`src/hw/fb_box_pkg.sv`:
```
// shared sizes, register map and enums for the framebuffer display subsystem
// modules pull these in with a wildcard import
package fb_box_pkg;

    // 640x480 at 60 Hz, counts in pixels and lines
    localparam int h_active = 640;
    localparam int h_front  = 16;
    localparam int h_sync   = 96;
    localparam int h_back   = 48;
    localparam int h_total  = 800;
    localparam int v_active = 480;
    localparam int v_front  = 10;
    localparam int v_sync   = 2;
    localparam int v_back   = 33;
    localparam int v_total  = 525;
    localparam int coord_w  = 16;  // signed screen coordinates

    localparam int fb_width   = 160;
    localparam int fb_height  = 120;
    localparam int fb_pixels  = fb_width * fb_height;
    localparam int fb_addr_w  = 15;
    localparam int fb_data_w  = 4;   // colour index bits
    localparam int fb_scale   = 4;
    localparam int scan_delay = 3;   // stages ahead of the vga output register

    localparam int pal_depth  = 16;
    localparam int pal_addr_w = 4;
    localparam int colour_w   = 12;  // 4 bits each of red, green, blue

    localparam int axil_addr_w = 8;
    localparam int axil_data_w = 32;

    // register map, palette entry n sits at reg_pal_base + 4n
    localparam logic [axil_addr_w-1:0] reg_cmd      = 8'h00;
    localparam logic [axil_addr_w-1:0] reg_status   = 8'h04;
    localparam logic [axil_addr_w-1:0] reg_pal_base = 8'h40;
    localparam int cmd_cidx_lsb = 4;  // command word: opcode in 1:0, index in 7:4

    typedef enum logic [1:0] {op_fill = 2'd0, op_box = 2'd1} draw_op_t;

    typedef enum logic [2:0] {
        st_idle, st_wait_frame, st_fill, st_top, st_right, st_left, st_bottom
    } draw_state_t;

    typedef enum logic [1:0] {resp_okay = 2'b00, resp_slverr = 2'b10} axi_resp_t;

endpackage

```
`src/hw/display_timings.sv`:
```
// raster counters and sync generation for 640x480
// frame pulses once per frame, at the first blanking line
module display_timings (
    input  logic clk_pix,
    input  logic rst,
    output logic signed [fb_box_pkg::coord_w-1:0] sx,
    output logic signed [fb_box_pkg::coord_w-1:0] sy,
    output logic hsync,
    output logic vsync,
    output logic de,
    output logic frame
);
    import fb_box_pkg::*;

    logic line_end;
    logic frame_end;

    assign line_end  = (sx == h_total - 1);
    assign frame_end = (sy == v_total - 1);

    always_ff @(posedge clk_pix) begin
        if (rst) begin
            sx <= '0;
            sy <= '0;
        end else if (line_end) begin
            sx <= '0;
            sy <= frame_end ? '0 : sy + 1'b1;
        end else begin
            sx <= sx + 1'b1;
        end
    end

    // both syncs active low
    always_comb begin
        hsync = ~((sx >= h_active + h_front) && (sx < h_active + h_front + h_sync));
        vsync = ~((sy >= v_active + v_front) && (sy < v_active + v_front + v_sync));
    end

    always_comb begin
        de    = (sx < h_active) && (sy < v_active);
        frame = (sx == 0) && (sy == v_active);  // start of vertical blanking
    end

endmodule

```
`config.mk`:
```
export PLATFORM = sky130hd
export DESIGN_NAME = display_timings
export DESIGN_NICKNAME = d
export VERILOG_FILES = /design/src/hw/fb_box_pkg.sv /design/src/hw/display_timings.sv
export SDC_FILE = /design/constraint.sdc
export NUM_CORES = 1
export LEC_CHECK = 0
export ABC_AREA = 1
export BUFFER_PORTS_ARGS = -buffer_cell sky130_fd_sc_hd__buf_2
export CELL_PAD_IN_SITES_DETAIL_PLACEMENT = 0
export CELL_PAD_IN_SITES_GLOBAL_PLACEMENT = 1
export CORE_UTILIZATION = 41
export CTS_CLUSTER_SIZE = 10
export DETAILED_ROUTE_END_ITERATION = 10
export GPL_TIMING_DRIVEN = 0
export PLACE_DENSITY = 0.81
export SLEW_MARGIN = 30
export SYNTH_ARGS = -nofsm -noshare
export SYNTH_HDL_FRONTEND = slang
export SYNTH_SLANG_ARGS = --single-unit
```
`constraint.sdc`:
```
create_clock -name clk_pix -period 2.1 [get_ports clk_pix]
set_input_delay 0.42 -clock clk_pix [delete_from_list [all_inputs] [get_ports clk_pix]]
set_output_delay 0.42 -clock clk_pix [all_outputs]
set_load 0.005 [all_outputs]
```
== Word-level counts from Yosys, hierarchy flattened ==
Cells that the tools add are included.

* Register bits: 32
* Output and inout bits: 36

* Muxes and demuxes: 1
* Reduce and logical (&&, ||, !) cells: 6
* Equality and inequality tests: 3
* Order comparisons: 6
* Add/sub/neg operators: 2
* Bitwise gates (word level): 2

{| class="wikitable"
|+ Operators by type and width
! operator !! number
|-
| 16-bit by 1-bit adder with 16-bit output (second input constant) || 2
|-
| 16-bit by 11-bit == test with 1-bit output (second input constant) || 2
|-
| 32-bit zero test || 1
|-
| 16-bit by 10-bit < comparator with 1-bit output (second input constant) || 2
|-
| 16-bit by 11-bit < comparator with 1-bit output (second input constant) || 2
|-
| 16-bit by 10-bit == test with 1-bit output (second input constant) || 1
|-
| 16-bit by 10-bit >= comparator with 1-bit output (second input constant) || 1
|-
| 16-bit by 11-bit >= comparator with 1-bit output (second input constant) || 1
|-
| 16-bit two-way mux || 1
|-
| 1-bit logical AND || 4
|-
| 1-bit inverter || 2
|-
| 2-bit OR reduction || 1
|}

== Logic depth before layout (Yosys ltp) ==
* Depth after elaboration: 3
* Mapped depth: 9
* Gate-level depth less buffers: 9

== Least setup slack after synthesis ==
No wires, ideal clock.

* Path kind: register -> register
* Start point: reg sx[0] (netlist bit)
* End point: reg sy[2] (netlist bit)
* Arrival: 1.324 ns
* Clock period less this slack: 1.444 ns
* Library setup time: 0.120 ns
* Slack: 0.656 ns
* Cell stages (with the launch flop): 10
* Path buffers: 1
* Path through: dfxtp_1 > ha_1 > nand2_2 > nor2_4 > nand3_2 > nor2_4 > buf_6 > nand3_1 > nand2_1 > nor2_1

* Longest elaborated chain between the ends: 1

{| class="wikitable"
|+ RTL lines
! what !! RTL line !! text
|-
| start: declaration || display_timings.sv:6 || <nowiki>output logic signed [fb_box_pkg::coord_w-1:0] sx,</nowiki>
|-
| start signal: assignment || display_timings.sv:29 || <nowiki>sx <= sx + 1'b1;</nowiki>
|-
| 16-bit by 11-bit == test with 1-bit output || display_timings.sv:18 || <nowiki>assign line_end = (sx == h_total - 1);</nowiki>
|-
| end signal: assignment || display_timings.sv:27 || <nowiki>sy <= frame_end ? '0 : sy + 1'b1;</nowiki>
|-
| end: declaration || display_timings.sv:7 || <nowiki>output logic signed [fb_box_pkg::coord_w-1:0] sy,</nowiki>
|}

Every way passes these cells.
A chain may end at the register's enable or synchronous reset.

== Worst setup path after layout ==
* Start point: reg sy[0] (netlist bit)
* End point: out frame

* Longest elaborated chain between the ends: 2

{| class="wikitable"
|+ RTL lines
! what !! RTL line !! text
|-
| 16-bit by 10-bit == test with 1-bit output || display_timings.sv:41 || <nowiki>frame = (sx == 0) && (sy == v_active);</nowiki>
|-
| 1-bit logical AND || display_timings.sv:41 ||
|-
| end: declaration || display_timings.sv:11 || <nowiki>output logic frame</nowiki>
|}

Every way passes these cells.

==> results by group <==
Final layout
  • # diodes: 0
  • P&R area growth vs syn: 17.3%
  • Layout cells sized above 1: between 10% and 20%
  • Fin nets: roughly 370

Floorplan
  • I/O pin count: 38
  • Total core area: ~4700 um^2
  • Placement Rows: 25
  • Die height: a little over 70 um
  • Die Wd: ~72 um
  • Die ar.: just over 5000 um^2
  • Initial Util: a little over two fifths

Setup path
  • Crit path buf inv count: 2
  • Cell Chain, Critical Path: inv_1 > ha_1 > nand2_1 > nor3_1 > nand3_1 > nor2_1 > buf_2
  • CP max stage delay: approximately 340 ps
  • Critical Path RT: between 1500 and 2000 ps
  • Cell class contributing the biggest share of worst-path delay: simple AND/OR/NAND/NOR gates
  • Crit Path Class: reg -> out
  • FF-to-FF setup slack: 410 ps
  • Worst EP arrival: around 1500 ps
  • Setup crit end kind: primary output
  • CP max-delay cell: dfxtp_1
  • Critical Path Fanout Max: 4
  • Worst Setup Start Kind: flip-flop

Timing
  • RSZ-0062 raised after global routing: false
  • Final Hold Violating Endpoints: 0
  • Worst slew margin: roughly 75%
  • Max frequency: roughly 510 MHz
  • Final min period: 1950 ps
  • Final setup viols: 0
  • Slew @ Worst Pin: between 300 and 400 ps
  • TNS Setup: 0 ps
  • Crit share post-route: between 90 and 100%
  • Fin. max-slew vios: 0
  • Layout Skew: 6.84 ps

Synthesis
  • Dominant cell type by area after synthesis: dfxtp_1
  • Post-Syn Area: approximately 2000 um^2
  • Ys Warns: 0
  • Asr flop ratio synth: 0%
  • Synth Area in Compound Gates: roughly 7.3%
  • Number of flops mapped to enable cells by yosys: 0
  • Share of the synthesized netlist area taken by xor and xnor gates: under 10%
  • Sequential-to-total area share from yosys stat: 32.1%
  • Seq cells post-synth: 32
  • Synthesized Nets: between 300 and 400
  • Yosys top cell area share: between 30% and 40%
  • Syn_area_per_cell: approximately 6.3 um^2
  • Largest family of logic cells by synthesized area: simple AND/OR/NAND/NOR gates
  • Post-synth cell types: 31
  • Top_reg_cell synth: dfxtp_1
  • Synth Area in Simple Gates: between 40% and 50%
  • Mux cell area share after synthesis: 0%
  • Post-Synthesis Cells: approximately 320
  • Adder-cell share of the synthesized area: 3.13%
  • Synth cell count leaders: 75 x nand2_1, 56 x nor2_1, 46 x inv_1, 32 x dfxtp_1, 26 x nand3_1
  • Area contributors post-synth: dfxtp_1 32%, nand2_1 14%, nor2_1 11%, inv_1 8.6%, nand3_1 6.5%
  • Most common cell in the synthesized netlist: nand2_1

Detailed routing
  • Antenna Nets Post-Route: 0
  • Vias/cell: between 4 and 5
  • Routed Wire Length: ~5000 um
  • Drt first pass iters: 4
  • Iteration-0 DRC Markers: 123
  • Via Count: ~2.0k
  • WL/cell: approximately 12 um
  • DRC viols: 0

Clock tree
  • CTS tree: built
  • Post-CTS Setup Inserts: 0
  • Worst-path clk slew: ~70 ps
  • Clock sinks: 32
  • CTS H-Tree Depth: 2
  • Clk_lat worst skew: about 290 ps
  • Cts bufs inserted: 5
  • Root buffer cell: clkbuf_8
  • Deepest clock path buffer count: 2

Job
  • Max-cap violations: 0

Global route
  • First-pass GRT wire length: 8310 um
  • Pin count of the biggest net entering global routing: 11
  • Gr ovfl total: 0
  • GRT Util Overall: slightly above 20%
  • Vias in the first global route: 1846
  • Initial antenna violation count: 0

Place
  • HPWL Detailed: between 3000 and 4000 um
  • GP Congestion: 0.858
  • IO Port Bufs: 37

Power
  • Worst IR Drop VDD: around 0.28 mV
  • PnR Total Power: 1.16 mW
  • Power Dens Cells: just under 500 nW/um^2
  • Leakage: between 1 and 1.5 nW

Worst hold path
  • Worst Hold Class: in -> reg

Run status
  • Status: complete, no violations
power by group:
group          total [mW]  leakage, nW  internal (mW)  switching (mW)
combinational      0.0425        0.756         0.0164          0.0260
sequential          0.619        0.258          0.611         0.00714
clock               0.502       0.0455          0.267           0.235
total                1.16         1.06          0.895           0.268
cell usage in the layout, fill, tap and decap left out, types with 4 or more instances in the layout:
cell,n
dfxtp_1,32
a21oi_1,9
nand3_2,4
ha_1,5
nor2_1,55
nand4_1,10
o21ai_0,7
inv_2,4
nand2_2,4
clkbuf_8,6
nor2_2,6
nand3_1,26
nor3_1,7
buf_2,37
nand2_1,75
inv_1,46
path summary, 6_finish.rpt:
| kind | startpoint | to | depth (start not counted) |
|---|---|---|---|
| worst min register to register | sx[0]$_SDFF_PP0_ | sx[0]$_SDFF_PP0_ | 1 |
| worst max-delay path | sy[0]$_SDFFE_PP0P_ | frame | 7 |
| worst min-delay path | rst | sy[8]$_SDFFE_PP0P_ | 2 |
| worst max register to register | sx[0]$_SDFF_PP0_ | sy[14]$_SDFFE_PP0P_ | 8 |
registers in the layout, summed over array words and instances (netlist names):
name,flops
sy,16
sx,16
per-layer routing:
layer | vias to the layer above | routed length, um | global-route usage, %
met3 | 5 | 172 | 4.22
met2 | 36 | 2450 | 36.6
met4 | 0 | 56 | 5.23
li1 | 1087 | - | -
met1 | 894 | 2310 | 25.5
met5 | - | 0 | 0
cell type report:
class | count | area, um^2
Sequential cell | 32 | 641
Inverter | 50 | 188
Clock buffer | 8 | 90.1
Buffer | 2 | 22.5
Timing Repair Buffer | 37 | 185
Tap cell | 54 | 67.6
Fill cell | 535 | 2350
Multi-Input combinational cell | 230 | 1150
per-stage QoR:
stage	cells	instance area [um^2]	utilization, %	setup slack (ps)	hold slack (ps)
5_1_grt	413	2340	50.0	0.888	399
3_5_place_dp	406	2250	48.0	382	486
6_report	413	2340	50.0	152	380
2_1_floorplan	315	2000	-	656	466
4_1_cts	414	2340	49.9	62.8	392
3_3_place_gp	406	2250	48.0	374	480
kinds of logic after synthesis:
kind of cell | count (synthesis)
flip-flops | 32
AND/OR/NAND/NOR | 196
buffers and inverters | 53
AO/OA/AOI/OAI | 25
XOR/XNOR | 4
adder cells (fa/ha/maj) | 5
what timing repair did:
item,in CTS,in global routing
gates resized for setup,0,2
endpoints found under the hold margin,0,0
hold buffers,0,0
setup endpoints to repair,0,1
No activity file was read; power rests on OpenSTA's default activity.
