==> src/hw/fb_box_pkg.sv <==
// shared sizes, register map and enums for the framebuffer display subsystem
// modules pull these in with a wildcard import
package fb_box_pkg;

    // 640x480 at 60 Hz, counts in pixels and lines
    localparam int h_active = 640;
    localparam int h_front  = 16;
    localparam int h_sync   = 96;
    localparam int h_back   = 48;
    localparam int h_total  = 800;
    localparam int v_active = 480;
    localparam int v_front  = 10;
    localparam int v_sync   = 2;
    localparam int v_back   = 33;
    localparam int v_total  = 525;
    localparam int coord_w  = 16;  // signed screen coordinates

    localparam int fb_width   = 160;
    localparam int fb_height  = 120;
    localparam int fb_pixels  = fb_width * fb_height;
    localparam int fb_addr_w  = 15;
    localparam int fb_data_w  = 4;   // colour index bits
    localparam int fb_scale   = 4;
    localparam int scan_delay = 3;   // stages ahead of the vga output register

    localparam int pal_depth  = 16;
    localparam int pal_addr_w = 4;
    localparam int colour_w   = 12;  // 4 bits each of red, green, blue

    localparam int axil_addr_w = 8;
    localparam int axil_data_w = 32;

    // register map, palette entry n sits at reg_pal_base + 4n
    localparam logic [axil_addr_w-1:0] reg_cmd      = 8'h00;
    localparam logic [axil_addr_w-1:0] reg_status   = 8'h04;
    localparam logic [axil_addr_w-1:0] reg_pal_base = 8'h40;
    localparam int cmd_cidx_lsb = 4;  // command word: opcode in 1:0, index in 7:4

    typedef enum logic [1:0] {op_fill = 2'd0, op_box = 2'd1} draw_op_t;

    typedef enum logic [2:0] {
        st_idle, st_wait_frame, st_fill, st_top, st_right, st_left, st_bottom
    } draw_state_t;

    typedef enum logic [1:0] {resp_okay = 2'b00, resp_slverr = 2'b10} axi_resp_t;

endpackage

==> src/hw/axil_regs.sv <==
// AXI4-Lite slave for the command, status and palette registers
// command writes become a one-cycle pulse to the drawing engine
module axil_regs (
    input  logic clk_pix,
    input  logic rst,
    input  logic [fb_box_pkg::axil_addr_w-1:0] awaddr,
    input  logic awvalid,
    output logic awready,
    input  logic [fb_box_pkg::axil_data_w-1:0] wdata,
    input  logic [fb_box_pkg::axil_data_w/8-1:0] wstrb,
    input  logic wvalid,
    output logic wready,
    output logic [1:0] bresp,
    output logic bvalid,
    input  logic bready,
    input  logic [fb_box_pkg::axil_addr_w-1:0] araddr,
    input  logic arvalid,
    output logic arready,
    output logic [fb_box_pkg::axil_data_w-1:0] rdata,
    output logic [1:0] rresp,
    output logic rvalid,
    input  logic rready,
    input  logic busy,
    output logic cmd_valid,
    output fb_box_pkg::draw_op_t cmd_op,
    output logic [fb_box_pkg::fb_data_w-1:0] cmd_cidx,
    output logic pal_we,
    output logic [fb_box_pkg::pal_addr_w-1:0] pal_waddr,
    output logic [fb_box_pkg::colour_w-1:0] pal_wdata,
    output logic [fb_box_pkg::pal_addr_w-1:0] pal_raddr,
    input  logic [fb_box_pkg::colour_w-1:0] pal_rdata
);
    import fb_box_pkg::*;

    logic w_fire, r_fire;
    logic busy_any;
    logic w_is_pal, w_op_ok, w_cmd_ok, w_pal_ok;
    logic r_is_pal;

    // address and data are taken in the same cycle
    assign awready = awvalid && wvalid && !bvalid;
    assign wready  = awready;
    assign w_fire  = awready;
    assign arready = !rvalid;
    assign r_fire  = arvalid && arready;

    assign busy_any = busy || cmd_valid;  // covers the cycle before busy rises

    assign w_is_pal = (awaddr >= reg_pal_base) && (awaddr < reg_pal_base + 4 * pal_depth)
                      && (awaddr[1:0] == 2'b00);
    assign r_is_pal = (araddr >= reg_pal_base) && (araddr < reg_pal_base + 4 * pal_depth)
                      && (araddr[1:0] == 2'b00);
    assign w_op_ok  = (wdata[1:0] == op_fill) || (wdata[1:0] == op_box);
    assign w_cmd_ok = (awaddr == reg_cmd) && wstrb[0] && w_op_ok && !busy_any;
    assign w_pal_ok = w_is_pal && (&wstrb[1:0]);  // both colour bytes needed

    assign pal_we    = w_fire && w_pal_ok;
    assign pal_waddr = awaddr[2 +: pal_addr_w];
    assign pal_wdata = wdata[colour_w-1:0];
    assign pal_raddr = araddr[2 +: pal_addr_w];

    always_ff @(posedge clk_pix) begin
        if (rst) begin
            bvalid    <= 1'b0;
            cmd_valid <= 1'b0;
        end else begin
            cmd_valid <= w_fire && w_cmd_ok;
            if (w_fire) bvalid <= 1'b1;
            else if (bready) bvalid <= 1'b0;
        end
    end

    always_ff @(posedge clk_pix) begin
        if (w_fire) begin
            bresp    <= (w_cmd_ok || w_pal_ok) ? resp_okay : resp_slverr;
            cmd_op   <= draw_op_t'(wdata[1:0]);
            cmd_cidx <= wdata[cmd_cidx_lsb +: fb_data_w];
        end
    end

    always_ff @(posedge clk_pix) begin
        if (rst) rvalid <= 1'b0;
        else if (r_fire) rvalid <= 1'b1;
        else if (rready) rvalid <= 1'b0;
    end

    always_ff @(posedge clk_pix) begin
        if (r_fire) begin
            if (araddr == reg_status) begin
                rdata <= axil_data_w'(busy_any);
                rresp <= resp_okay;
            end else if (r_is_pal) begin
                rdata <= axil_data_w'(pal_rdata);
                rresp <= resp_okay;
            end else begin
                rdata <= '0;  // reg_cmd and holes
                rresp <= resp_slverr;
            end
        end
    end

endmodule

==> config.mk <==
export PLATFORM = sky130hd
export DESIGN_NAME = axil_regs
export DESIGN_NICKNAME = d
export VERILOG_FILES = /design/src/hw/fb_box_pkg.sv /design/src/hw/axil_regs.sv
export SDC_FILE = /design/constraint.sdc
export NUM_CORES = 1
export LEC_CHECK = 0
export BUFFER_PORTS_ARGS = -buffer_cell sky130_fd_sc_hd__buf_4
export CORE_MARGIN = 5
export CORE_UTILIZATION = 36
export DETAILED_ROUTE_END_ITERATION = 7
export PLACE_DENSITY = 0.95
export SLEW_MARGIN = 20
export SYNTH_ARGS = -nofsm -noshare
export SYNTH_HDL_FRONTEND = slang
export SYNTH_SLANG_ARGS = --single-unit
==> constraint.sdc <==
create_clock -name clk_pix -period 2.43 [get_ports clk_pix]
set_input_delay 0.243 -clock clk_pix [delete_from_list [all_inputs] [get_ports clk_pix]]
set_output_delay 0.243 -clock clk_pix [all_outputs]
set_load 0.05 [all_outputs]
== Word-level counts from Yosys, hierarchy flattened ==
Cells that the tools add are included.
Storage, ports and cells
  register bits: 45
  input port bits: 72
  logic and storage cells: 52
Operators by class
  order comparisons: 4
  equality and inequality tests: 2
  muxes and demuxes: 8
  bitwise logic cells: 1
  reduce and logical (&&, ||, !) cells: 27
Operators with widths (number)
  $ge A8 B7 Y1 const B: 2
  $lt A8 B8 Y1 const B: 2
  $logic_and A1 B1 Y1: 13
  $eq A8 B3 Y1 const B: 1
  $logic_not A8 Y1: 1
  $logic_not A2 Y1: 3
  $mux W1: 6
  $mux W2: 2
  $reduce_bool A2 Y1: 2
  $logic_not A1 Y1: 3
  $logic_or A1 B1 Y1: 3
  $eq A2 B1 Y1 const B: 1
  $reduce_and A2 Y1: 1
  $reduce_or A2 Y1: 1
  $not A1 Y1: 1

== Logic depth before layout (Yosys ltp) ==
  depth after elaboration: 6
  mapped depth: 3
  mapped depth without buffers: 3

== Worst setup path after synthesis ==
Ideal clock, no wire load.
  kind: reg-to-output
  start: register bvalid
  end: output pal_we
  arrival time: 2.088 ns
  required time: 2.187 ns
  path slack: 0.099 ns
  cell stages (with the launch flop): 4
  cells stage by stage: dfxtp_1 -> and3b_1 -> nand2_1 -> nor2_1
On the way
  longest elaborated chain between the ends: 3
Ends and longest elaborated chain
  from (decl): line axil_regs.sv:14  | output logic bvalid,
  from (signal assigned): line axil_regs.sv:64  | bvalid <= 1'b0;
  from (signal assigned): line axil_regs.sv:68  | if (w_fire) bvalid <= 1'b1;
  from (signal assigned): line axil_regs.sv:69  | else if (bready) bvalid <= 1'b0;
  $logic_not A1 Y1: line axil_regs.sv:41  | assign awready = awvalid && wvalid && !bvalid;
  $logic_and A1 B1 Y1: line axil_regs.sv:41
  named net awready: line axil_regs.sv:8  | output logic awready,
  $logic_and A1 B1 Y1: line axil_regs.sv:57  | assign pal_we = w_fire && w_pal_ok;
  to (decl): line axil_regs.sv:27  | output logic pal_we,
The timed path passes the listed nets, and every way through them passes these cells.

== Worst setup path in the final report ==
  start: register bvalid
  end: output pal_we
On the way
  longest elaborated chain between the ends: 3
Ends and longest elaborated chain (line)
  $logic_not A1 Y1: axil_regs.sv:41
  $logic_and A1 B1 Y1: axil_regs.sv:41
  $logic_and A1 B1 Y1: axil_regs.sv:57
No other way between the ends.

==> results.sh <==
export IMPL_peakVddDrop_uv=188
export IMPL_status="finished, final reports clean"
export IMPL_path_cells="and3b_1, nand2_1, nor2_1, buf_4"
export IMPL_rows=21
export IMPL_yosys_warnings=0
export IMPL_gp_congestion=0.595
export IMPL_reg2reg_slack_ns=0.92
export IMPL_vias=891
export IMPL_hp_class="in2reg"
export IMPL_start_kind="flip-flop"
export IMPL_period_minus_slack_ns=1.82
export IMPL_coreArea_um2=3280
export IMPL_cts_sinks=23
export IMPL_synth_top_area_share_pct=50.0
export IMPL_yosysSeqAreaShare_pct=55.0
export IMPL_first_global_vias=860
export IMPL_critical_path_top_delay_family="simple AND/OR/NAND/NOR gates"
export IMPL_grt_pass1_wl_um=4040
export IMPL_p_leak_nw=0.828
export IMPL_track_usage_pct=12.3
export IMPL_antenna_cells=0
export IMPL_h_tree_depth=1
export IMPL_path_clk_slew_ns=0.11
export IMPL_cts_root_buffer="clkbuf_4"
export IMPL_report_final_slew_viol_count=0
export IMPL_yosys_area_top_type="edfxtp_1"
export IMPL_syn_avg_cell_area_um2=11.7
export IMPL_max_freq_mhz=548
export IMPL_wirelength_um=2990
export IMPL_area_growth_pct=39.8
export IMPL_cts_made_buffers=3
export IMPL_fin_hold_ws_ns=0.104
export IMPL_fp_dieArea_um2=4590
export IMPL_ys_ff_latch=23
export IMPL_setup_viol=0
export IMPL_netlist_area_um2=1200
export IMPL_antenna_found_initial=0
export IMPL_drt_iter0_markers=92
export IMPL_grt_max_degree=15
export IMPL_synth_area_leaders="edfxtp_1 50%, buf_4 27%, and3_1 5.7%, dfxtp_1 5.0%, or4_1 1.3%"
export IMPL_ant_nets=0
export IMPL_maxCapViolations=0
export IMPL_setup_tns_final_ns=0
export IMPL_synthDistinctLibCells=23
export IMPL_clockBufferDepth=2
export IMPL_critical_path_slowest_cell="and3b_1"
export IMPL_critical_path_class="reg2out"
export IMPL_wl_per_cell_um=13.9
export IMPL_timing_final_hold_violations=0
export IMPL_initial_utilization_pct=36.6
export IMPL_hold_buffers=0
export IMPL_layout_nets=242
export IMPL_required_ns=2.19
export IMPL_die_w_um=67.8
export IMPL_finalClockSkew_ns=0.00425
export IMPL_ctsResizeCount=0
export IMPL_hpwl_um=2560
export IMPL_cts_tree="yes"
export IMPL_die_h_um=67.8
export IMPL_drive_gt1_share_pct=53.3
export IMPL_finalPower_mw=0.956
export IMPL_period_share_pct=75.1
export IMPL_p_per_area_nw_per_um2=569
export IMPL_cp_max_fo=11
export IMPL_via_per_inst=4.14
export IMPL_io_buffers=84
export IMPL_gr_total_overflow=0
export IMPL_critPathMaxStageDelay_ns=0.48
export IMPL_endpoint_kind="output port"
export IMPL_io_pins=141
export IMPL_grt_setup_unrepaired="no"
export IMPL_cts_setup_buffers=0
export IMPL_firstDrtPassIters=4
export IMPL_drc=0
export IMPL_worstPathArrival_ns=1.58
export IMPL_critical_path_buf_inv_count=1
export IMPL_clock_latency_ns=0.30
export IMPL_syn_inst=103
-- routing by layer --
| metal | GRT usage [%] | vias to the layer above | part of all wire [%] |
|---|---|---|---|
| met4 | 9.37 | 0 | 2.6 |
| li1 | - | 420 | - |
| met3 | 4.16 | 8 | 14 |
| met1 | 11.7 | 396 | 32 |
| met2 | 21.5 | 67 | 52 |
| met5 | 0 | - | 0 |
-- flip-flops by register name (all words and copies together) (netlist names) --
signal / flops
rresp: 1
cmd_cidx: 4
rdata: 12
cmd_op: 2
cmd_valid: 1
bvalid: 1
rvalid: 1
bresp: 1
-- where the power goes --
part / total (mW) / internal, mW / switching [mW]
clock network: 0.166 / 0.0640 / 0.102
registers: 0.456 / 0.449 / 0.00670
logic: 0.334 / 0.0947 / 0.239
-- cell usage after synthesis --
| master | instances |
|---|---|
| or4_1 | 2 |
| or2_2 | 1 |
| a32o_1 | 1 |
| clkbuf_1 | 2 |
| nor4b_1 | 1 |
| edfxtp_1 | 20 |
| nor3_1 | 2 |
| nor4_1 | 1 |
| and3_1 | 11 |
| o21ai_0 | 1 |
| a21oi_1 | 1 |
| nand2_1 | 2 |
| buf_4 | 43 |
| nor2_1 | 3 |
| dfxtp_1 | 3 |
| conb_1 | 1 |
| and3b_1 | 1 |
| and2_1 | 1 |
| nor2b_1 | 1 |
| a211oi_1 | 1 |
| inv_1 | 2 |
| nand2b_1 | 1 |
| a21bo_1 | 1 |
-- final timing paths --
kind	from	endpoint	cells after the start
worst max-delay path	bvalid	pal_we	4
worst min-delay path	rst	bvalid	2
worst max register to register	cmd_valid	bresp[1]	3
worst min register to register	bvalid	bvalid	2
-- metrics by stage --
step | worst slack [ns] | cells | instance area, um^2 | utilization, %
global placement | 0.597 | 211 | 1650 | 50.3
detailed placement | 0.593 | 211 | 1650 | 50.3
finish | 0.605 | 215 | 1680 | 51.1
CTS | 0.611 | 215 | 1680 | 51.1
global route | 0.462 | 215 | 1680 | 51.1
floorplan | 0.0992 | 124 | 1280 | -
-- cell usage in the layout, fill, tap and decap left out, drive strengths merged --
cell,n
buf,86
a211oi,1
nor4b,1
conb,22
dfxtp,3
inv,2
a21oi,1
o21ai,1
a21bo,1
nor3,2
and2,1
nor4,1
clkbuf,4
or4,2
and3b,1
edfxtp,20
and3,11
nand2,2
nor2b,1
nor2,3
a32o,1
or2,1
nand2b,1
-- final cells by class --
class	count	area (um^2)
clock buffer	4	26.3
fill	298	1610
inverter	2	7.51
multi-input combinational	54	282
sequential	23	661
tap	46	57.6
timing repair buffer	86	646
-- kinds of logic after synthesis --
group                  synth area share (%)
buffers and inverters                  28.1
AND/OR/NAND/NOR                        13.4
flip-flops                             55.0
other                                 0.312
AO/OA/AOI/OAI                          3.12
-- worst reg2reg max path: stages (launching register included) --
cell and delay [ns]:
dfxtp_1 0.33, or2_2 0.30, or4_1 0.44, a21bo_1 0.21
(Power assumes the default switching activity.)
