--- src/hw/fb_box_pkg.sv ---
// shared sizes, register map and enums for the framebuffer display subsystem
// modules pull these in with a wildcard import
package fb_box_pkg;

    // 640x480 at 60 Hz, counts in pixels and lines
    localparam int h_active = 640;
    localparam int h_front  = 16;
    localparam int h_sync   = 96;
    localparam int h_back   = 48;
    localparam int h_total  = 800;
    localparam int v_active = 480;
    localparam int v_front  = 10;
    localparam int v_sync   = 2;
    localparam int v_back   = 33;
    localparam int v_total  = 525;
    localparam int coord_w  = 16;  // signed screen coordinates

    localparam int fb_width   = 160;
    localparam int fb_height  = 120;
    localparam int fb_pixels  = fb_width * fb_height;
    localparam int fb_addr_w  = 15;
    localparam int fb_data_w  = 4;   // colour index bits
    localparam int fb_scale   = 4;
    localparam int scan_delay = 3;   // stages ahead of the vga output register

    localparam int pal_depth  = 16;
    localparam int pal_addr_w = 4;
    localparam int colour_w   = 12;  // 4 bits each of red, green, blue

    localparam int axil_addr_w = 8;
    localparam int axil_data_w = 32;

    // register map, palette entry n sits at reg_pal_base + 4n
    localparam logic [axil_addr_w-1:0] reg_cmd      = 8'h00;
    localparam logic [axil_addr_w-1:0] reg_status   = 8'h04;
    localparam logic [axil_addr_w-1:0] reg_pal_base = 8'h40;
    localparam int cmd_cidx_lsb = 4;  // command word: opcode in 1:0, index in 7:4

    typedef enum logic [1:0] {op_fill = 2'd0, op_box = 2'd1} draw_op_t;

    typedef enum logic [2:0] {
        st_idle, st_wait_frame, st_fill, st_top, st_right, st_left, st_bottom
    } draw_state_t;

    typedef enum logic [1:0] {resp_okay = 2'b00, resp_slverr = 2'b10} axi_resp_t;

endpackage

--- src/hw/palette_ram.sv ---
// colour lookup table, 16 entries of 12-bit rgb
// written by the host, read by both the host and the display
module palette_ram (
    input  logic clk_pix,
    input  logic rst,
    input  logic we,
    input  logic [fb_box_pkg::pal_addr_w-1:0] waddr,
    input  logic [fb_box_pkg::colour_w-1:0] wdata,
    input  logic [fb_box_pkg::pal_addr_w-1:0] raddr_host,
    input  logic [fb_box_pkg::pal_addr_w-1:0] raddr_scan,
    output logic [fb_box_pkg::colour_w-1:0] rdata_host,
    output logic [fb_box_pkg::colour_w-1:0] rdata_scan
);
    import fb_box_pkg::*;

    logic [colour_w-1:0] pal [pal_depth];

    always_ff @(posedge clk_pix) begin
        if (rst) begin
            for (int i = 0; i < pal_depth; i++) begin
                pal[i] <= '0;  // all black
            end
        end else if (we) begin
            pal[waddr] <= wdata;
        end
    end

    // combinational lookups
    assign rdata_host = pal[raddr_host];
    assign rdata_scan = pal[raddr_scan];

endmodule

--- config.mk ---
export PLATFORM = sky130hd
export DESIGN_NAME = palette_ram
export DESIGN_NICKNAME = d
export VERILOG_FILES = /design/src/hw/fb_box_pkg.sv /design/src/hw/palette_ram.sv
export SDC_FILE = /design/constraint.sdc
export NUM_CORES = 1
export LEC_CHECK = 0
export BUFFER_PORTS_ARGS = -buffer_cell sky130_fd_sc_hd__buf_2
export CORE_MARGIN = 3
export CORE_UTILIZATION = 50
export CTS_CLUSTER_DIAMETER = 100
export CTS_CLUSTER_SIZE = 16
export DETAILED_ROUTE_END_ITERATION = 16
export GPL_TIMING_DRIVEN = 0
export HOLD_SLACK_MARGIN = 0.15
export MAX_ROUTING_LAYER = met4
export PLACE_DENSITY = 0.7
export SYNTH_ARGS = -nofsm -noshare
export SYNTH_HDL_FRONTEND = slang
export SYNTH_SLANG_ARGS = --single-unit
--- constraint.sdc ---
create_clock -name clk_pix -period 1.4 [get_ports clk_pix]
set_clock_uncertainty 0.1 [all_clocks]
set_input_delay 0 -clock clk_pix [delete_from_list [all_inputs] [get_ports clk_pix]]
set_output_delay 0 -clock clk_pix [all_outputs]
set_load 0.01 [all_outputs]
# Word level (Yosys, flattened, before mapping)
# Memories as Yosys holds them, arrays and structs flattened.
# Cells that the tools add are included.
# op_classes
reduce_logical	1
mux	8
# op_table
op	count
12-bit two-way mux	1
12-bit OR reduction	1
1-bit two-way mux	6
4-bit two-way mux	1
# totals
memories	1
output_inout_bits	24
in_bits	27
register_bits	0
ramBits	192
# memory_table
memory	depth	width	rd	rd_ports_with_merged_regs	write_ports	line	source
pal	16	12	2	0	16	palette_ram.sv:16	logic [colour_w-1:0] pal [pal_depth];

# Depth between registers and ports, before layout
# Gate-level depths: netlist (run 1).
# depth
depth_word	5
mapped_depth	5
ltp_nobuf	3

# Worst setup path after synthesis (run 1)
# No wires, ideal clock.
# synth_path
kind	input to register
start	in waddr[2] (netlist bit)
end	mem pal[0][0] (enable)
arrival_ns	1.012
path_buffers	0
cell_stages	3
slack_ns	-0.034
setup_ns	0.321
required_time_ns	0.979
cell_sequence	or4b_1 > nor3_2 > or2_2
# synth_rtl
element	line	source
start: declaration	palette_ram.sv:7	input logic [fb_box_pkg::pal_addr_w-1:0] waddr,
end: declaration	palette_ram.sv:16	

==> flow_metrics.tcl, run 1 <==
set metrics [dict create \
    share_of_final_layout_standard_cells_stronger_than_drive_strength_1 0.3641 \
    route.antenna.remaining_nets 0 \
    yosys.area_share.simple 0.1549 \
    drt-total-wl_mm 28.15 \
    post_detailed_route_drc_marker_count 0 \
    min-delay-path-class "input port to register" \
    leakagePower_nw 4.129 \
    cp_data_arrival_time_ns 1.86 \
    antennaDiodeCount 0 \
    flow.area_growth_from_synthesis_pct 17.08 \
    overflow 0 \
    synth_compound_area_frac 0.03568 \
    synthDominantCellAreaShare 0.5709 \
    timing.final.setup_violations 24 \
    highest_ir_drop_seen_on_vdd_mv 0.9483 \
    synthDistinctLibCells 18 \
    pre_cts_ws_ns -0.7412 \
    cts.clk_slew.worst_paths_ns 0.07 \
    synth_most_common_cell "sky130_fd_sc_hd__and2_1" \
    cp.required_ns 1.30 \
    yosys_register_bits 192 \
    max_freq_mhz 511.1 \
    drt-met1-wl_mm 10.40 \
    placed_cells 968 \
    numPortBuffers 46 \
    detailed_place_hpwl_mm 19.21 \
    post_synth_xor_area_fraction 0 \
    tightestPinTransition_ns 0.9211 \
    chipHeight_um 148.1 \
    synthCells 657 \
    synth_area_sq_mm 0.01010 \
    powerDensity_mw_per_mm2 1141 \
    design.core.area_sq_mm 0.01965 \
    wl_met3_mm 2.480 \
    highest_layer "met4" \
    clock_tree.htree_level_count 4 \
    cts_num_sinks 192 \
    yosys_warnings 0 \
    cts_tree "built" \
    fin_cells 1023 \
    synth_nets 684 \
    biggestRegsByFlops "pal (192)" \
    failing_checks "setup timing" \
    ys_seq_area_frac 0.5709 \
    number_of_buffers_created_by_cts 17 \
    async_flop_share 0 \
    synth_fa_ha_area_frac 0 \
    synth_enable_flop_cells 192 \
    ws_path_type "register to output port" \
    detail_route.iter0.violations 749 \
    initial_antenna_violation_count 0 \
    setup_slack_ns -0.5564 \
    routed_wire_length_per_instance_um 27.52 \
    detail_route.first_pass.iterations 7 \
    yosysTopAreaCell "sky130_fd_sc_hd__edfxtp_1" \
    met2_length_mm 14.26 \
    report.final.hold_viol_count 0 \
    yosys-top-cells-area "sky130_fd_sc_hd__edfxtp_1 57%, sky130_fd_sc_hd__mux4_2 21%, sky130_fd_sc_hd__and2_1 12%" \
    wire_length_of_the_first_global_routing_pass_mm 39.85 \
    slew-limit-headroom 0.3859 \
    post-route-min-period_ns 1.956 \
    dieArea_sq_mm 0.02194 \
    vias_in_the_first_global_route 6728 \
    layout.filler_cells 1548 \
    synth_mux_area_frac 0.2141 \
    floorplan.die.width_um 148.1 \
    largest_register_by_flop_count "pal" \
    finalCritPeriodShare 1.397 \
    cts-root-buf "sky130_fd_sc_hd__clkbuf_16" \
    synth_top_family_by_area "multiplexers" \
    synth.cells.most_frequent "194 x sky130_fd_sc_hd__and2_1, 192 x sky130_fd_sc_hd__edfxtp_1, 96 x sky130_fd_sc_hd__mux4_2" \
    grt_setup_unrepaired "yes" \
    average_cell_area_after_synthesis_sq_um 15.37 \
    largest_reg_flops 192 \
    timing.max_cap.violations 0 \
    layout.nets 774 \
    grt_max_degree 17 \
    critPathMaxFanout 2 \
    end_kind "output port" \
    post_drt_via_cell_ratio 6.432 \
    outcome "finished with violations" \
    io_pins 51 \
    starting_density 0.5139 \
    grtUsageTotal 0.2623 \
    synth-main-ff-cell "sky130_fd_sc_hd__edfxtp_1" \
    place.gp.congestion 0.8769 \
    drv_slew 0 \
    route.vias.total 6580 \
    critPathLaunchType "register" \
    row_count 51 \
    cts_buffer_depth 2 \
]
## kinds of logic after synthesis
logic type             count (synthesis)
buffers and inverters                 58
AOI/OAI and AO/OA                     48
DFF                                  192
muxes                                 96
and+or+nand+nor                      263
## area by class of cell
cell class / count / area (sq um) / area share
Clock buffer: 18 / 429.2 / 0.03629
Multi-Input combinational cell: 412 / 4419 / 0.3737
Tap cell: 265 / 331.6 / 0.02804
Clock inverter: 12 / 145.1 / 0.01227
Sequential cell: 192 / 5766 / 0.4876
Buffer: 58 / 281.5 / 0.02381
Timing Repair Buffer: 66 / 452.9 / 0.03830
## layout by cell type, fill, tap and decap left out, drive strengths merged
cell,instances
and2,194
clkbuf,57
a22oi,48
bufinv,3
dlygate4sd3,15
dlymetal6s4s,2
buf,68
clkinv,6
clkinvlp,3
or4b,1
nand4bb,2
nand2,25
nor2,14
edfxtp,192
nor2b,4
mux4,96
nand2b,2
or2,21
nor3,4
nand4b,1
## metrics by stage
step                hold WS, ns  utilization  total power [W]  instance area, sq um  setup TNS (ns)
CTS                      0.1187       0.5877          0.01336                 11550          -17.16
finish                   0.1145       0.6017          0.01350                 11830          -11.63
global placement         0.2590       0.5430         0.008434                 10670         -127.73
detailed placement       0.2667       0.5430         0.008529                 10670         -140.23
floorplan               0.09815            -         0.007898                 10110               0
global route             0.1242       0.6017          0.01382                 11830          -13.69
## power breakdown
group	internal, W	switching (W)
Combinational	0.000834	0.000993
Clock	0.00277	0.00208
Sequential	0.00665	0.000165
## worst max-delay path, stage by stage, from the launching register on
cell and delay, ns:
sky130_fd_sc_hd__edfxtp_1 0.39, sky130_fd_sc_hd__mux4_2 0.47, sky130_fd_sc_hd__a22oi_2 0.26, sky130_fd_sc_hd__nand2_1 0.14, sky130_fd_sc_hd__buf_2 0.16
## repair_timing
action,CTS,global route
setup buffers,0,3
cloned,0,5
hold buffers,16,1
pin swaps,24,29
gates resized for setup,34,73
endpoints found under the hold margin,86,4
setup endpoints to repair,90,281
## final timing paths
path | cells past startpoint | slack (ns) | endpoint | from
max | 4 | -0.56 | rdata_host[6] | pal[0][6]
min | 4 | 0.11 | pal[4][0] | waddr[2]
## per-layer routing
metal	vias up	track usage
met5	-	-
met4	0	0.1030
met3	73	0.05180
met2	407	0.4259
met1	3387	0.3304
li1	2713	-
(Power assumes the default switching activity.)
==> run 2, diff against run 1 <==
--- a/config.mk
+++ b/config.mk
@@ -14,7 +14,7 @@
 export GPL_TIMING_DRIVEN = 0
 export HOLD_SLACK_MARGIN = 0.15
 export MAX_ROUTING_LAYER = met4
-export PLACE_DENSITY = 0.7
+export PLACE_DENSITY = 0.8
 export SYNTH_ARGS = -nofsm -noshare
 export SYNTH_HDL_FRONTEND = slang
 export SYNTH_SLANG_ARGS = --single-unit
==> constraint.sdc (replaced) <==
create_clock -name clk_pix -period 1.4 [get_ports clk_pix]
set_clock_uncertainty 0.1 [all_clocks]
set_input_delay 0.28 -clock clk_pix [delete_from_list [all_inputs] [get_ports clk_pix]]
set_output_delay 0.28 -clock clk_pix [all_outputs]
set_load 0.01 [all_outputs]
==> flow_metrics.tcl, run 2 (synthesis results as in run 1) <==
set metrics [dict create \
    detailed_place_hpwl_mm 19.25 \
    cp_data_arrival_time_ns 1.87 \
    report.final.hold_viol_count 0 \
    most_common_cell_after_layout_fill_and_taps_aside "sky130_fd_sc_hd__edfxtp_1" \
    cts_buffer_depth 2 \
    highest_ir_drop_seen_on_vdd_mv 0.9766 \
    cts-root-buf "sky130_fd_sc_hd__clkbuf_16" \
    post-route-min-period_ns 2.246 \
    biggestRegsByFlops "pal (192)" \
    design.core.area_sq_mm 0.01965 \
    cts.clk_slew.worst_paths_ns 0.07 \
    placed_cells 968 \
    crit_path_cell_trace "mux4_2 -> a22oi_2 -> nand2_1 -> buf_2" \
    ws_path_type "register to output port" \
    detail_route.first_pass.iterations 6 \
    timing.max_cap.violations 0 \
    highest_cell_delay_on_the_worst_timing_path_ns 0.50 \
    row_count 51 \
    setup_slack_ns -0.8459 \
    min-delay-path-class "input port to register" \
    failing_checks "setup timing" \
    routed_wire_length_per_instance_um 27.80 \
    grt_setup_unrepaired "yes" \
    drv_slew 0 \
    tightestPinTransition_ns 0.8682 \
    share_of_final_layout_standard_cells_stronger_than_drive_strength_1 0.4291 \
    end_kind "output port" \
    detail_route.iter0.violations 1010 \
    overflow 0 \
    post_drt_via_cell_ratio 6.584 \
    cp.required_ns 1.02 \
    largest_register_by_flop_count "pal" \
    crit_path_top_delay_cell "sky130_fd_sc_hd__mux4_2" \
    floorplan.die.width_um 148.1 \
    flow.area_growth_from_synthesis_pct 21.99 \
    grt_max_degree 17 \
    cts_num_sinks 192 \
    io_pins 51 \
    chipHeight_um 148.1 \
    layout.cells.most_common_list "192 x sky130_fd_sc_hd__edfxtp_1, 179 x sky130_fd_sc_hd__and2_1, 96 x sky130_fd_sc_hd__mux4_2" \
    grtUsageTotal 0.2731 \
    outcome "finished with violations" \
    layout.nets 785 \
    drt-total-wl_mm 28.77 \
    hold-path-endpoint "pal[8][8]" \
    min-delay-start "wdata[8]" \
    powerDensity_mw_per_mm2 1115 \
    finalCritPeriodShare 1.604 \
    critPathLaunchType "register" \
    leakagePower_nw 4.322 \
    wire_length_of_the_first_global_routing_pass_mm 42.30 \
    timing.final.setup_violations 106 \
    pre_cts_ws_ns -0.9418 \
    critPathMaxFanout 2 \
    vias_in_the_first_global_route 7102 \
    largest_reg_flops 192 \
    post_detailed_route_drc_marker_count 0 \
    totalNegativeSetupSlack_ns -24.22 \
    starting_density 0.5139 \
    route.antenna.remaining_nets 0 \
    number_of_buffers_created_by_cts 17 \
    initial_antenna_violation_count 1 \
    numPortBuffers 46 \
    place.gp.congestion 0.9919 \
    slew-limit-headroom 0.4212 \
    clock_tree.htree_level_count 4 \
    critPathLaunch "pal[3][1]" \
    fin_cells 1035 \
    final_util 0.6269 \
    cts_tree "built" \
    hold_path_depth 2 \
    dieArea_sq_mm 0.02194 \
    route.vias.total 6814 \
    max_freq_mhz 445.2 \
]
## run 2: cell count changes in the layout (fill, tap and decap cells not counted), moves of 7 or more
cell and change:
sky130_fd_sc_hd__buf_2 -18, sky130_fd_sc_hd__and2_1 -15, sky130_fd_sc_hd__and2_4 +15, sky130_fd_sc_hd__buf_6 +13
sky130_fd_sc_hd__nor2_4 +12, sky130_fd_sc_hd__buf_4 +9, sky130_fd_sc_hd__clkbuf_1 -9, sky130_fd_sc_hd__buf_12 +8
sky130_fd_sc_hd__nor2_1 -8, sky130_fd_sc_hd__clkbuf_2 +7, sky130_fd_sc_hd__or2_4 +7
## run 2: layout make-up
cell class / count / area (sq um)
Antenna cell: 1 / 2.502
Buffer: 58 / 456.7
Clock buffer: 21 / 440.4
Clock inverter: 9 / 141.4
Fill cell: 1420 / 7333
Multi-Input combinational cell: 416 / 4607
Sequential cell: 192 / 5766
Tap cell: 265 / 331.6
Timing Repair Buffer: 73 / 575.6
## run 2: how the worst max path moves through the flow
stage	to	slack [ns]	cells past startpoint
floorplan	rdata_host[10]	-0.26	5
global placement	rdata_host[6]	-0.89	6
detailed placement	rdata_scan[6]	-0.94	6
CTS	rdata_host[6]	-0.82	4
global route	rdata_scan[1]	-0.85	4
finish	rdata_host[1]	-0.85	4
## run 2: routing by layer
metal  GRT usage  wire (um)
met5           -          0
met4      0.1021       1030
met3     0.04966       3103
met2      0.4266      14170
met1      0.3650      10470
## run 2: where the power goes
group          total (W)  internal (W)  switching (W)
logic            0.00195      0.000920        0.00103
registers        0.00682       0.00665       0.000164
clock network    0.00497       0.00295        0.00202
## run 2: what timing repair did
| item | CTS | global route |
|---|---|---|
| endpoints found under the setup margin | 185 | 277 |
| pin swaps | 38 | 29 |
| hold buffers | 11 | 0 |
| buffers inserted | 6 | 6 |
| gates cloned | 8 | 5 |
| endpoints found under the hold margin | 53 | 0 |
| gates resized for setup | 70 | 80 |
## run 2: metrics by stage
step	total power [W]	hold slack (ns)	area, sq um
global route	0.01407	0.1823	12320
finish	0.01374	0.1750	12320
CTS	0.01360	0.1589	12030
global placement	0.008505	0.5311	10990
detailed placement	0.008603	0.5448	10990
floorplan	0.007973	0.3782	10430
## run 2: worst max-delay path: cells and delay by family (launching register included)
kind            cells  cell delay [ns]
mux                 1             0.50
flops               1             0.42
compound gates      1             0.22
buf+inv             1             0.16
simple gates        1             0.13
