==> config.mk <==
export PLATFORM = sky130hd
export DESIGN_NAME = fb_scanout
export DESIGN_NICKNAME = d
export VERILOG_FILES = /design/src/hw/fb_box_pkg.sv /design/src/hw/fb_scanout.sv
export SDC_FILE = /design/constraint.sdc
export NUM_CORES = 1
export LEC_CHECK = 0
export BUFFER_PORTS_ARGS = -buffer_cell sky130_fd_sc_hd__buf_2
export CAP_MARGIN = 20
export CORE_UTILIZATION = 30
export DETAILED_ROUTE_END_ITERATION = 6
export SYNTH_ARGS = -nofsm -noshare
export SYNTH_HDL_FRONTEND = slang
export SYNTH_SLANG_ARGS = --single-unit
export TNS_END_PERCENT = 1
==> constraint.sdc <==
create_clock -name clk_pix -period 10.15 [get_ports clk_pix]
set_clock_uncertainty 0.2 [all_clocks]
set_input_delay 1.015 -clock clk_pix [delete_from_list [all_inputs] [get_ports clk_pix]]
set_output_delay 1.015 -clock clk_pix [all_outputs]
set_load 0.01 [all_outputs]
==> src/hw/fb_box_pkg.sv <==
// shared sizes, register map and enums for the framebuffer display subsystem
// modules pull these in with a wildcard import
package fb_box_pkg;

    // 640x480 at 60 Hz, counts in pixels and lines
    localparam int h_active = 640;
    localparam int h_front  = 16;
    localparam int h_sync   = 96;
    localparam int h_back   = 48;
    localparam int h_total  = 800;
    localparam int v_active = 480;
    localparam int v_front  = 10;
    localparam int v_sync   = 2;
    localparam int v_back   = 33;
    localparam int v_total  = 525;
    localparam int coord_w  = 16;  // signed screen coordinates

    localparam int fb_width   = 160;
    localparam int fb_height  = 120;
    localparam int fb_pixels  = fb_width * fb_height;
    localparam int fb_addr_w  = 15;
    localparam int fb_data_w  = 4;   // colour index bits
    localparam int fb_scale   = 4;
    localparam int scan_delay = 3;   // stages ahead of the vga output register

    localparam int pal_depth  = 16;
    localparam int pal_addr_w = 4;
    localparam int colour_w   = 12;  // 4 bits each of red, green, blue

    localparam int axil_addr_w = 8;
    localparam int axil_data_w = 32;

    // register map, palette entry n sits at reg_pal_base + 4n
    localparam logic [axil_addr_w-1:0] reg_cmd      = 8'h00;
    localparam logic [axil_addr_w-1:0] reg_status   = 8'h04;
    localparam logic [axil_addr_w-1:0] reg_pal_base = 8'h40;
    localparam int cmd_cidx_lsb = 4;  // command word: opcode in 1:0, index in 7:4

    typedef enum logic [1:0] {op_fill = 2'd0, op_box = 2'd1} draw_op_t;

    typedef enum logic [2:0] {
        st_idle, st_wait_frame, st_fill, st_top, st_right, st_left, st_bottom
    } draw_state_t;

    typedef enum logic [1:0] {resp_okay = 2'b00, resp_slverr = 2'b10} axi_resp_t;

endpackage

==> src/hw/fb_scanout.sv <==
// scanout: scales screen coordinates to framebuffer addresses and
// drives the VGA pins four cycles behind the raster counters
module fb_scanout (
    input  logic clk_pix,
    input  logic rst,
    input  logic signed [fb_box_pkg::coord_w-1:0] sx,
    input  logic signed [fb_box_pkg::coord_w-1:0] sy,
    input  logic hsync,
    input  logic vsync,
    input  logic de,
    input  logic [fb_box_pkg::fb_data_w-1:0] fb_rdata,
    input  logic [fb_box_pkg::colour_w-1:0] scan_colr,
    output logic [fb_box_pkg::fb_addr_w-1:0] fb_raddr,
    output logic [fb_box_pkg::fb_data_w-1:0] scan_cidx,
    output logic vga_hsync,
    output logic vga_vsync,
    output logic [3:0] vga_r,
    output logic [3:0] vga_g,
    output logic [3:0] vga_b
);
    import fb_box_pkg::*;

    logic [scan_delay-1:0] de_sr, hsync_sr, vsync_sr;
    logic [colour_w-1:0] colr;

    // address only moves inside the active area
    always_ff @(posedge clk_pix) begin
        if (de) fb_raddr <= fb_addr_w'(fb_width * (sy / fb_scale) + sx / fb_scale);
    end

    // index register between BRAM and palette
    always_ff @(posedge clk_pix) begin
        scan_cidx <= fb_rdata;
    end

    // address, BRAM and index stages
    always_ff @(posedge clk_pix) begin
        if (rst) begin
            de_sr    <= '0;
            hsync_sr <= '1;
            vsync_sr <= '1;
        end else begin
            de_sr    <= {de, de_sr[scan_delay-1:1]};
            hsync_sr <= {hsync, hsync_sr[scan_delay-1:1]};
            vsync_sr <= {vsync, vsync_sr[scan_delay-1:1]};
        end
    end

    assign colr = de_sr[0] ? scan_colr : '0;  // black in blanking

    always_ff @(posedge clk_pix) begin
        if (rst) begin
            vga_hsync <= 1'b1;
            vga_vsync <= 1'b1;
            {vga_r, vga_g, vga_b} <= '0;
        end else begin
            vga_hsync <= hsync_sr[0];
            vga_vsync <= vsync_sr[0];
            {vga_r, vga_g, vga_b} <= colr;
        end
    end

endmodule

# ---- Yosys cells after proc, flatten, opt, wreduce, memory -nomap -nowiden
# Cells that the tools add are included.
dict set report word_totals {
  inputBits 53
  memories 0
  latch_bits 0
  ram_bits 0
  wordCells 20
  romBits 0
  register_bits 42
}
dict set report op_classes {
  bitwise 3
  multipliers 1
  n_eq_ne 0
  magnitude_cmp 0
  add_sub_neg 3
  shifts 0
  div_mod_pow 0
  reduce_logical 3
  muxes 0
}
# operator count
set ops {}
lappend ops {{adder 32 x 1 -> 32 bit} 1}
lappend ops {{multiplier 4 x 32 -> 10 bit, first input constant} 1}
lappend ops {{adder 15 x 1 -> 15 bit} 1}
lappend ops {{adder 15 bit} 1}
lappend ops {{OR reduction 2 bit} 3}
lappend ops {{bitwise AND 1 bit} 2}
lappend ops {{NOT 1 bit} 1}

# ---- Longest topological paths before layout
# Gate-level depths: netlist of the first run.
dict set report depth {
  depth_word 5
  ltp_mapped 17
  depth_no_buf 17
}

# ---- Worst setup path after synthesis of the first run
# No wires, ideal clock.
dict set report synth_path {
  path_type {in2reg}
  from {in sy[1] in the netlist's numbering}
  to {reg fb_raddr[14] in the netlist's numbering (data pin)}
  n_path_buf 0
  setup_ns 0.259
  t_required_ns 9.691
  cell_stages 15
  arrival_ns 3.987
  path_slack_ns 5.704
  cell_sequence {o21a_1 > ha_1 > and3_1 > xor2_1 > ha_1 > ha_1 > fa_1 > xor2_1 > ha_1 > and3_1 > o21ai_0 > o211ai_1 > a21o_1 > a21oi_1 > xnor2_1}
}
dict set report synth_via {
  elab_chain_len 5
}
# element line_no
set synth_rtl {}
lappend synth_rtl {{start: declaration} fb_scanout.sv:7} ;# input logic signed [fb_box_pkg::coord_w-1:0] sy,
lappend synth_rtl {{OR reduction 2 bit (no source line)} n/a}
lappend synth_rtl {{bitwise AND 1 bit (no source line)} n/a}
lappend synth_rtl {{adder 32 x 1 -> 32 bit (no source line)} n/a}
lappend synth_rtl {{multiplier 4 x 32 -> 10 bit} fb_scanout.sv:28} ;# if (de) fb_raddr <= fb_addr_w'(fb_width * (sy / fb_scale) + sx / fb_scale);
lappend synth_rtl {{adder 15 bit} fb_scanout.sv:28}
lappend synth_rtl {{end signal: assignment} fb_scanout.sv:28}
lappend synth_rtl {{end: declaration} fb_scanout.sv:13} ;# output logic [fb_box_pkg::fb_addr_w-1:0] fb_raddr,
# No other way between the ends.
# A chain may end at the register's enable or synchronous reset.

# ---- Worst setup path after layout of the first run
dict set report layout_path {
  from {in sy[1] in the netlist's numbering}
  to {reg fb_raddr[13] in the netlist's numbering (data pin)}
}
# Same word-level chain as after synthesis.

==> results of run 1 <==
flip-flops by register name (all words and copies together) (netlist names):
signal and count:
vga_g 4, vga_vsync 1, vsync_sr 3, fb_raddr 15, vga_b 4, de_sr 3
scan_cidx 4, hsync_sr 3, vga_r 4, vga_hsync 1
cells in the final DEF, fill, tap and decap left out, types with 2 or more instances in the layout:
cell type | synthesis | layout
xnor2_1 | 19 | 19
nand3_1 | 5 | 5
or2_2 | 8 | 8
nand2_1 | 6 | 6
xor2_1 | 7 | 7
and3_1 | 4 | 4
nor2_1 | 3 | 3
o211ai_1 | 2 | 2
a31oi_1 | 2 | 2
o21bai_1 | 3 | 3
ha_1 | 25 | 25
and4_1 | 2 | 2
and2_1 | 14 | 14
dfxtp_1 | 27 | 27
o21a_1 | 2 | 2
a21o_1 | 5 | 5
inv_1 | 6 | 6
nor2b_1 | 5 | 5
clkbuf_8 | 0 | 5
buf_2 | 0 | 82
a21oi_1 | 10 | 10
edfxtp_1 | 15 | 15
o21ai_0 | 6 | 6
worst max-delay path: cells and delay by family:
kind	cells	cell delay, ns
adders and majority gates	5	1.37
xor gates and xnor gates	2	0.24
and+or+nand+nor	3	0.66
buffers and inverters	1	0.10
AOI/OAI and AO/OA	6	1.00
routing by layer:
metal | share of wire, % | routed length, um | vias up
li1 | - | - | 865
met1 | 45 | 1850 | 715
met2 | 47 | 1950 | 68
met3 | 7.7 | 318 | 2
met4 | 0.58 | 24 | 0
met5 | 0 | 0 | -
power breakdown:
| group | switching (uW) | internal [uW] | leakage [uW] | total (uW) |
|---|---|---|---|---|
| clock | 58.0 | 88.7 | 0.0000665 | 147 |
| combinational | 82.1 | 71.7 | 0.000907 | 154 |
| sequential | 3.90 | 201 | 0.000368 | 204 |
| total | 144 | 361 | 0.00134 | 505 |
through the flow:
| stage | hold slack, ns | instances |
|---|---|---|
| CTS | 0.215 | 377 |
| detailed placement | 0.194 | 369 |
| global route | 0.225 | 377 |
| finish | 0.214 | 377 |
| floorplan | 0.189 | 193 |
| global placement | 0.192 | 369 |
cells by family after synthesis:
| group | Yosys count | synth area share [%] |
|---|---|---|
| AOI/OAI and AO/OA | 35 | 10.4 |
| xor gates and xnor gates | 27 | 11.6 |
| adders and majority gates | 26 | 15.4 |
| buffers and inverters | 8 | 1.39 |
| DFF | 42 | 45.8 |
| muxes | 1 | 0.463 |
| and+or+nand+nor | 54 | 15.0 |
worst max-delay path by stage:
stage                      from            to  slack (ns)  cells past startpoint
after global routing      sy[1]  fb_raddr[13]        5.38                     17
after floorplan           sy[1]  fb_raddr[14]        5.70                     15
final                     sy[1]  fb_raddr[13]        5.65                     17
after global placement    sy[1]  fb_raddr[14]        5.39                     16
after detailed placement  sy[1]  fb_raddr[13]        5.35                     17
after CTS                 sy[1]  fb_raddr[13]        5.64                     17
cell type report:
cell class                      count  area, um2  share of cell area (%)
Inverter                            6       22.5                   0.799
Sequential cell                    42        991                    35.2
Clock buffer                        6       93.8                    3.33
Timing Repair Buffer               82        410                    14.6
Tap cell                           96        120                    4.26
Multi-Input combinational cell    143       1140                    40.5
Clock inverter                      2       38.8                    1.38
==> run metrics, run 1 <==
pin count of the biggest net entering global routing=17; # setup viols final=0; Peak supply drop=approximately 0.000053 V; Detailed Place HPWL=between 3 and 4 mm; Primary FF master, synth=dfxtp_1; Slew Limit Headroom=60.6%; kind of critical path=in2reg; # fillers=692; final wirelength=4.14 mm; Final Hold Vio Count=0; row cnt=30; share of layout cells above drive strength 1=35.9%; Hold Path Stages=1; Mapped Cells=193; area grow syn2layout=30.3%; clk slew on worst S/H paths=0.08 ns; Max Slew Vio Count=0; P_leak=0.00134 uW; M3 GR Usage=between 3 and 4%; asr flop ratio synth=0%; Syn Std Cell Area=approximately 0.0022 mm2; gr busiest metal=met2; Initial Utilization=31.5%; placed cell areas=0.00269 mm2; PortBufs=82; CTS tree=yes; post-CTS setup buffers=0; Num CTS Buffers=5; minimum clock period after layout=4.50 ns; EDFF count, synth=15; Die X=86.9 um; RR Startpoint=de_sr[0]; worst hold path type=reg2reg; Yosys reg bits=42; MaxCap Viol Count=0; initial antenna violation count=0; crit-path cells=buf_2 -> o21a_1 -> ha_1 -> ha_1 -> nand3_2 -> xnor2_1 -> ha_1 -> ha_1 -> a21o_1 -> a21oi_1 -> o21bai_1 -> a21oi_1 -> xnor2_1 -> ha_1 -> nand2_1 -> or4_1 -> o311ai_0; Post-Syn Nets=272; cts-stage hold buffer count=0; io pins=86; Area contributors post-synth=dfxtp_1 25%, edfxtp_1 21%, ha_1 14%; status=complete, no violations; setup_tns=0 ns; reg2reg path depth=2; sequential-to-total area share from yosys stat=45.8%; DRC violations left=0; Via-to-Cell Ratio=4.38; top cells by count, synth=27 x dfxtp_1, 25 x ha_1, 19 x xnor2_1; total core area=between 0.006 and 0.007 mm2; Warnings, synthesis=0; Pwr Total=505 uW; post-route cell area=0.00282 mm2; GRT Total Usage=11.1%; worst min-delay path startpoint=vsync_sr[1]; slew of the pin with the lowest slew margin=0.592 ns; final period utilization=44.4%; Worst path most repeated cell=ha_1; via count=1650; Data required, critical path=10.03 ns; clock buffer depth=2; RSZ-0062 raised after global routing=false; post-route ant nets=0; crit-path max FO=5; vias in the first global route=1540; share of Yosys cell area claimed by the top area cell type=25.0%; post-cts gate resize count=0; largest stage delay on the critical path=between 0.4 and 0.5 ns; die boundary height=86.9 um; dpl ws=5.35 ns; syn avg cell area=11.2 um2; Reg2Reg Setup Slack=8.94 ns; RePlAce Congestion=0.705; DR pass1 iterations=4; synth unique cells=37; post-DR wirelength/cell=11.0 um; first-pass GRT wire length=6.55 mm; root buffer cell=clkbuf_8; CP endpoint kind=flip-flop; Fmax=222 MHz; worst setup margin=5.65 ns; Finished Core Util=41.0%; grt met2 use=19.4%; # nets final=359; CP arrival=4.38 ns; antenna cell count=0; Clock Latency Late Sink=0.29 ns; area leader, netlist=dfxtp_1; critical path's slowest cell=or4_1; terminus of the critical flop-to-flop path=vga_b[1]; count leader, synth=dfxtp_1; CTS HTree Levels=2; hold worst-path end=vsync_sr[0]; Total Die Area=roughly 0.0076 mm2; met1 Use GR=between 10 and 15%; DRT iter0 DRCs=between 60 and 70; Power per Cell Area=between 150 and 200 mW/mm2; CTS sink cnt=42; startpoint types=input port; total global routing overflow=0
Note: power is estimated with default switching activity, not from simulation.
==> inputs of run 2 (changes only) <==
- clock period: 10.15 -> 3.7 ns (I/O delays scaled with it)
==> run metrics, run 2 (same netlist as run 1, synthesis figures left out) <==
max FFs per register=15; worst setup margin=~0.11 ns; kind of critical path=in2reg; Metal-1 WL=1.87 mm; minimum clock period after layout=approximately 3.6 ns; Max Slew Vio Count=0; Cells after DPL=391; RePlAce Congestion=0.713; CTS HTree Levels=2; Fmax=279 MHz; Power per Cell Area=452 mW/mm2; via count=1758; multi-input logic area=0.00121 mm2; Peak supply drop=~0.00016 V; CP endpoint kind=flip-flop; final period utilization=96.9%; die boundary height=86.9 um; Worst path most repeated cell=ha_1; CTS tree=yes; P_leak=0.00146 uW; vias in the first global route=1635; register area=991 um2; GRT Total Usage=roughly 12%; # setup viols final=0; clock buffer depth=2; area grow syn2layout=42.2%; io pins=86; first-pass GRT wire length=slightly below 7 mm; crit-path max FO=4; CTS sink cnt=42; RSZ-0062 raised after global routing=true; Detailed Place HPWL=about 3.4 mm; Finished Core Util=around 45%; Final Hold Vio Count=0; DR top layer=met4; antenna cell count=0; DRT iter0 DRCs=46; # fillers=slightly below 700; most common cell after layout, fill and taps aside=buf_2; CP arrival=3.43 ns; # nets final=388; met3 wire length=slightly above 300 um; share of layout cells above drive strength 1=~45%; Pwr Total=1390 uW; clk slew on worst S/H paths=0.09 ns; crit-path cells=buf_2 -> o21a_1 -> ha_1 -> and3_4 -> xor2_2 -> ha_1 -> ha_2 -> fa_2 -> xor2_1 -> ha_1 -> and3_1 -> o21ai_1 -> o211ai_1 -> a21o_1 -> a21oi_2 -> xnor2_1; Slew Limit Headroom=65.5%; total global routing overflow=0; final wirelength=4.19 mm; Top reg by flops=fb_raddr; PortBufs=a little over 80; total core area=0.00687 mm2; startpoint types=input port; dpl ws=-0.255 ns; row cnt=30; largest stage delay on the critical path=0.37 ns; root buffer cell=clkbuf_8; Via-to-Cell Ratio=around 4.3; commonest cells after routing, fill and taps aside=82 x buf_2, 27 x dfxtp_1, 25 x buf_4, 21 x ha_1, 18 x xnor2_1; number of non-filler instances in the completed layout=between 400 and 500; pin count of the biggest net entering global routing=17; post-DR wirelength/cell=between 10 and 15 um; Total Die Area=~0.0076 mm2; Num CTS Buffers=5; critical path's slowest cell=fa_2; WL met2=1.99 mm; post-route ant nets=0; Die X=86.9 um; Data required, critical path=~3.6 ns; worst hold path type=in2reg; initial antenna violation count=0; MaxCap Viol Count=0; Clock Latency Late Sink=between 0.2 and 0.3 ns; Initial Utilization=31.5%; slew of the pin with the lowest slew margin=0.516 ns; status=complete, no violations; DRC violations left=0; DR pass1 iterations=4
==> run 2: worst max-delay path: cells and delay by family <==
| family | cells | cell delay [ns] |
|---|---|---|
| AOI/OAI and AO/OA | 5 | 0.81 |
| buffers and inverters | 1 | 0.10 |
| adders and majority gates | 5 | 1.38 |
| and+or+nand+nor | 2 | 0.37 |
| xor gates and xnor gates | 3 | 0.41 |
==> run 2: repair_timing <==
item | 4_1_cts | 5_1_grt
hold endpoints to repair | 4 | 0
setup buffers | 0 | 3
resized for setup | 0 | 11
hold buffers | 4 | 0
endpoints found under the setup margin | 0 | 2
==> run 2: per-layer routing <==
layer  vias to the layer above  track usage [%]
li1                        917                -
met1                       779             12.9
met2                        60             20.5
met3                         2             3.89
met4                         0             4.09
met5                         -                0
==> run 2: worst paths after layout <==
| path | startpoint | endpoint | cells past startpoint | slack [ns] |
|---|---|---|---|---|
| worst max register to register | de_sr[0] | vga_r[3] | 2 | 2.50 |
| worst min register to register | hsync_sr[0] | vga_hsync | 1 | 0.21 |
| worst min-delay path | hsync | hsync_sr[2] | 2 | 0.06 |
| worst max-delay path | sy[0] | fb_raddr[14] | 16 | 0.11 |
==> run 2: layout make-up <==
cell class,count,area share [%]
inverter,6,0.732
multi-input combinational,143,39.4
tap,96,3.90
sequential,42,32.2
timing repair buffer,111,20.7
clock inverter,3,0.732
clock buffer,5,2.24
==> run 2: per-stage QoR <==
stage               TNS (ns)  cell area, um2  hold slack (ns)
floorplan            -0.0252            2180            0.189
global placement      -0.479            2860            0.193
detailed placement    -0.649            2860            0.195
CTS                        0            3000           0.0476
global route         -0.0254            3080           0.0352
finish                     0            3080           0.0558
==> run 2: power breakdown <==
part	switching, uW	internal, uW	total, uW
clock	162	135	298
sequential	9.21	550	559
combinational	249	286	535
total	421	971	1390
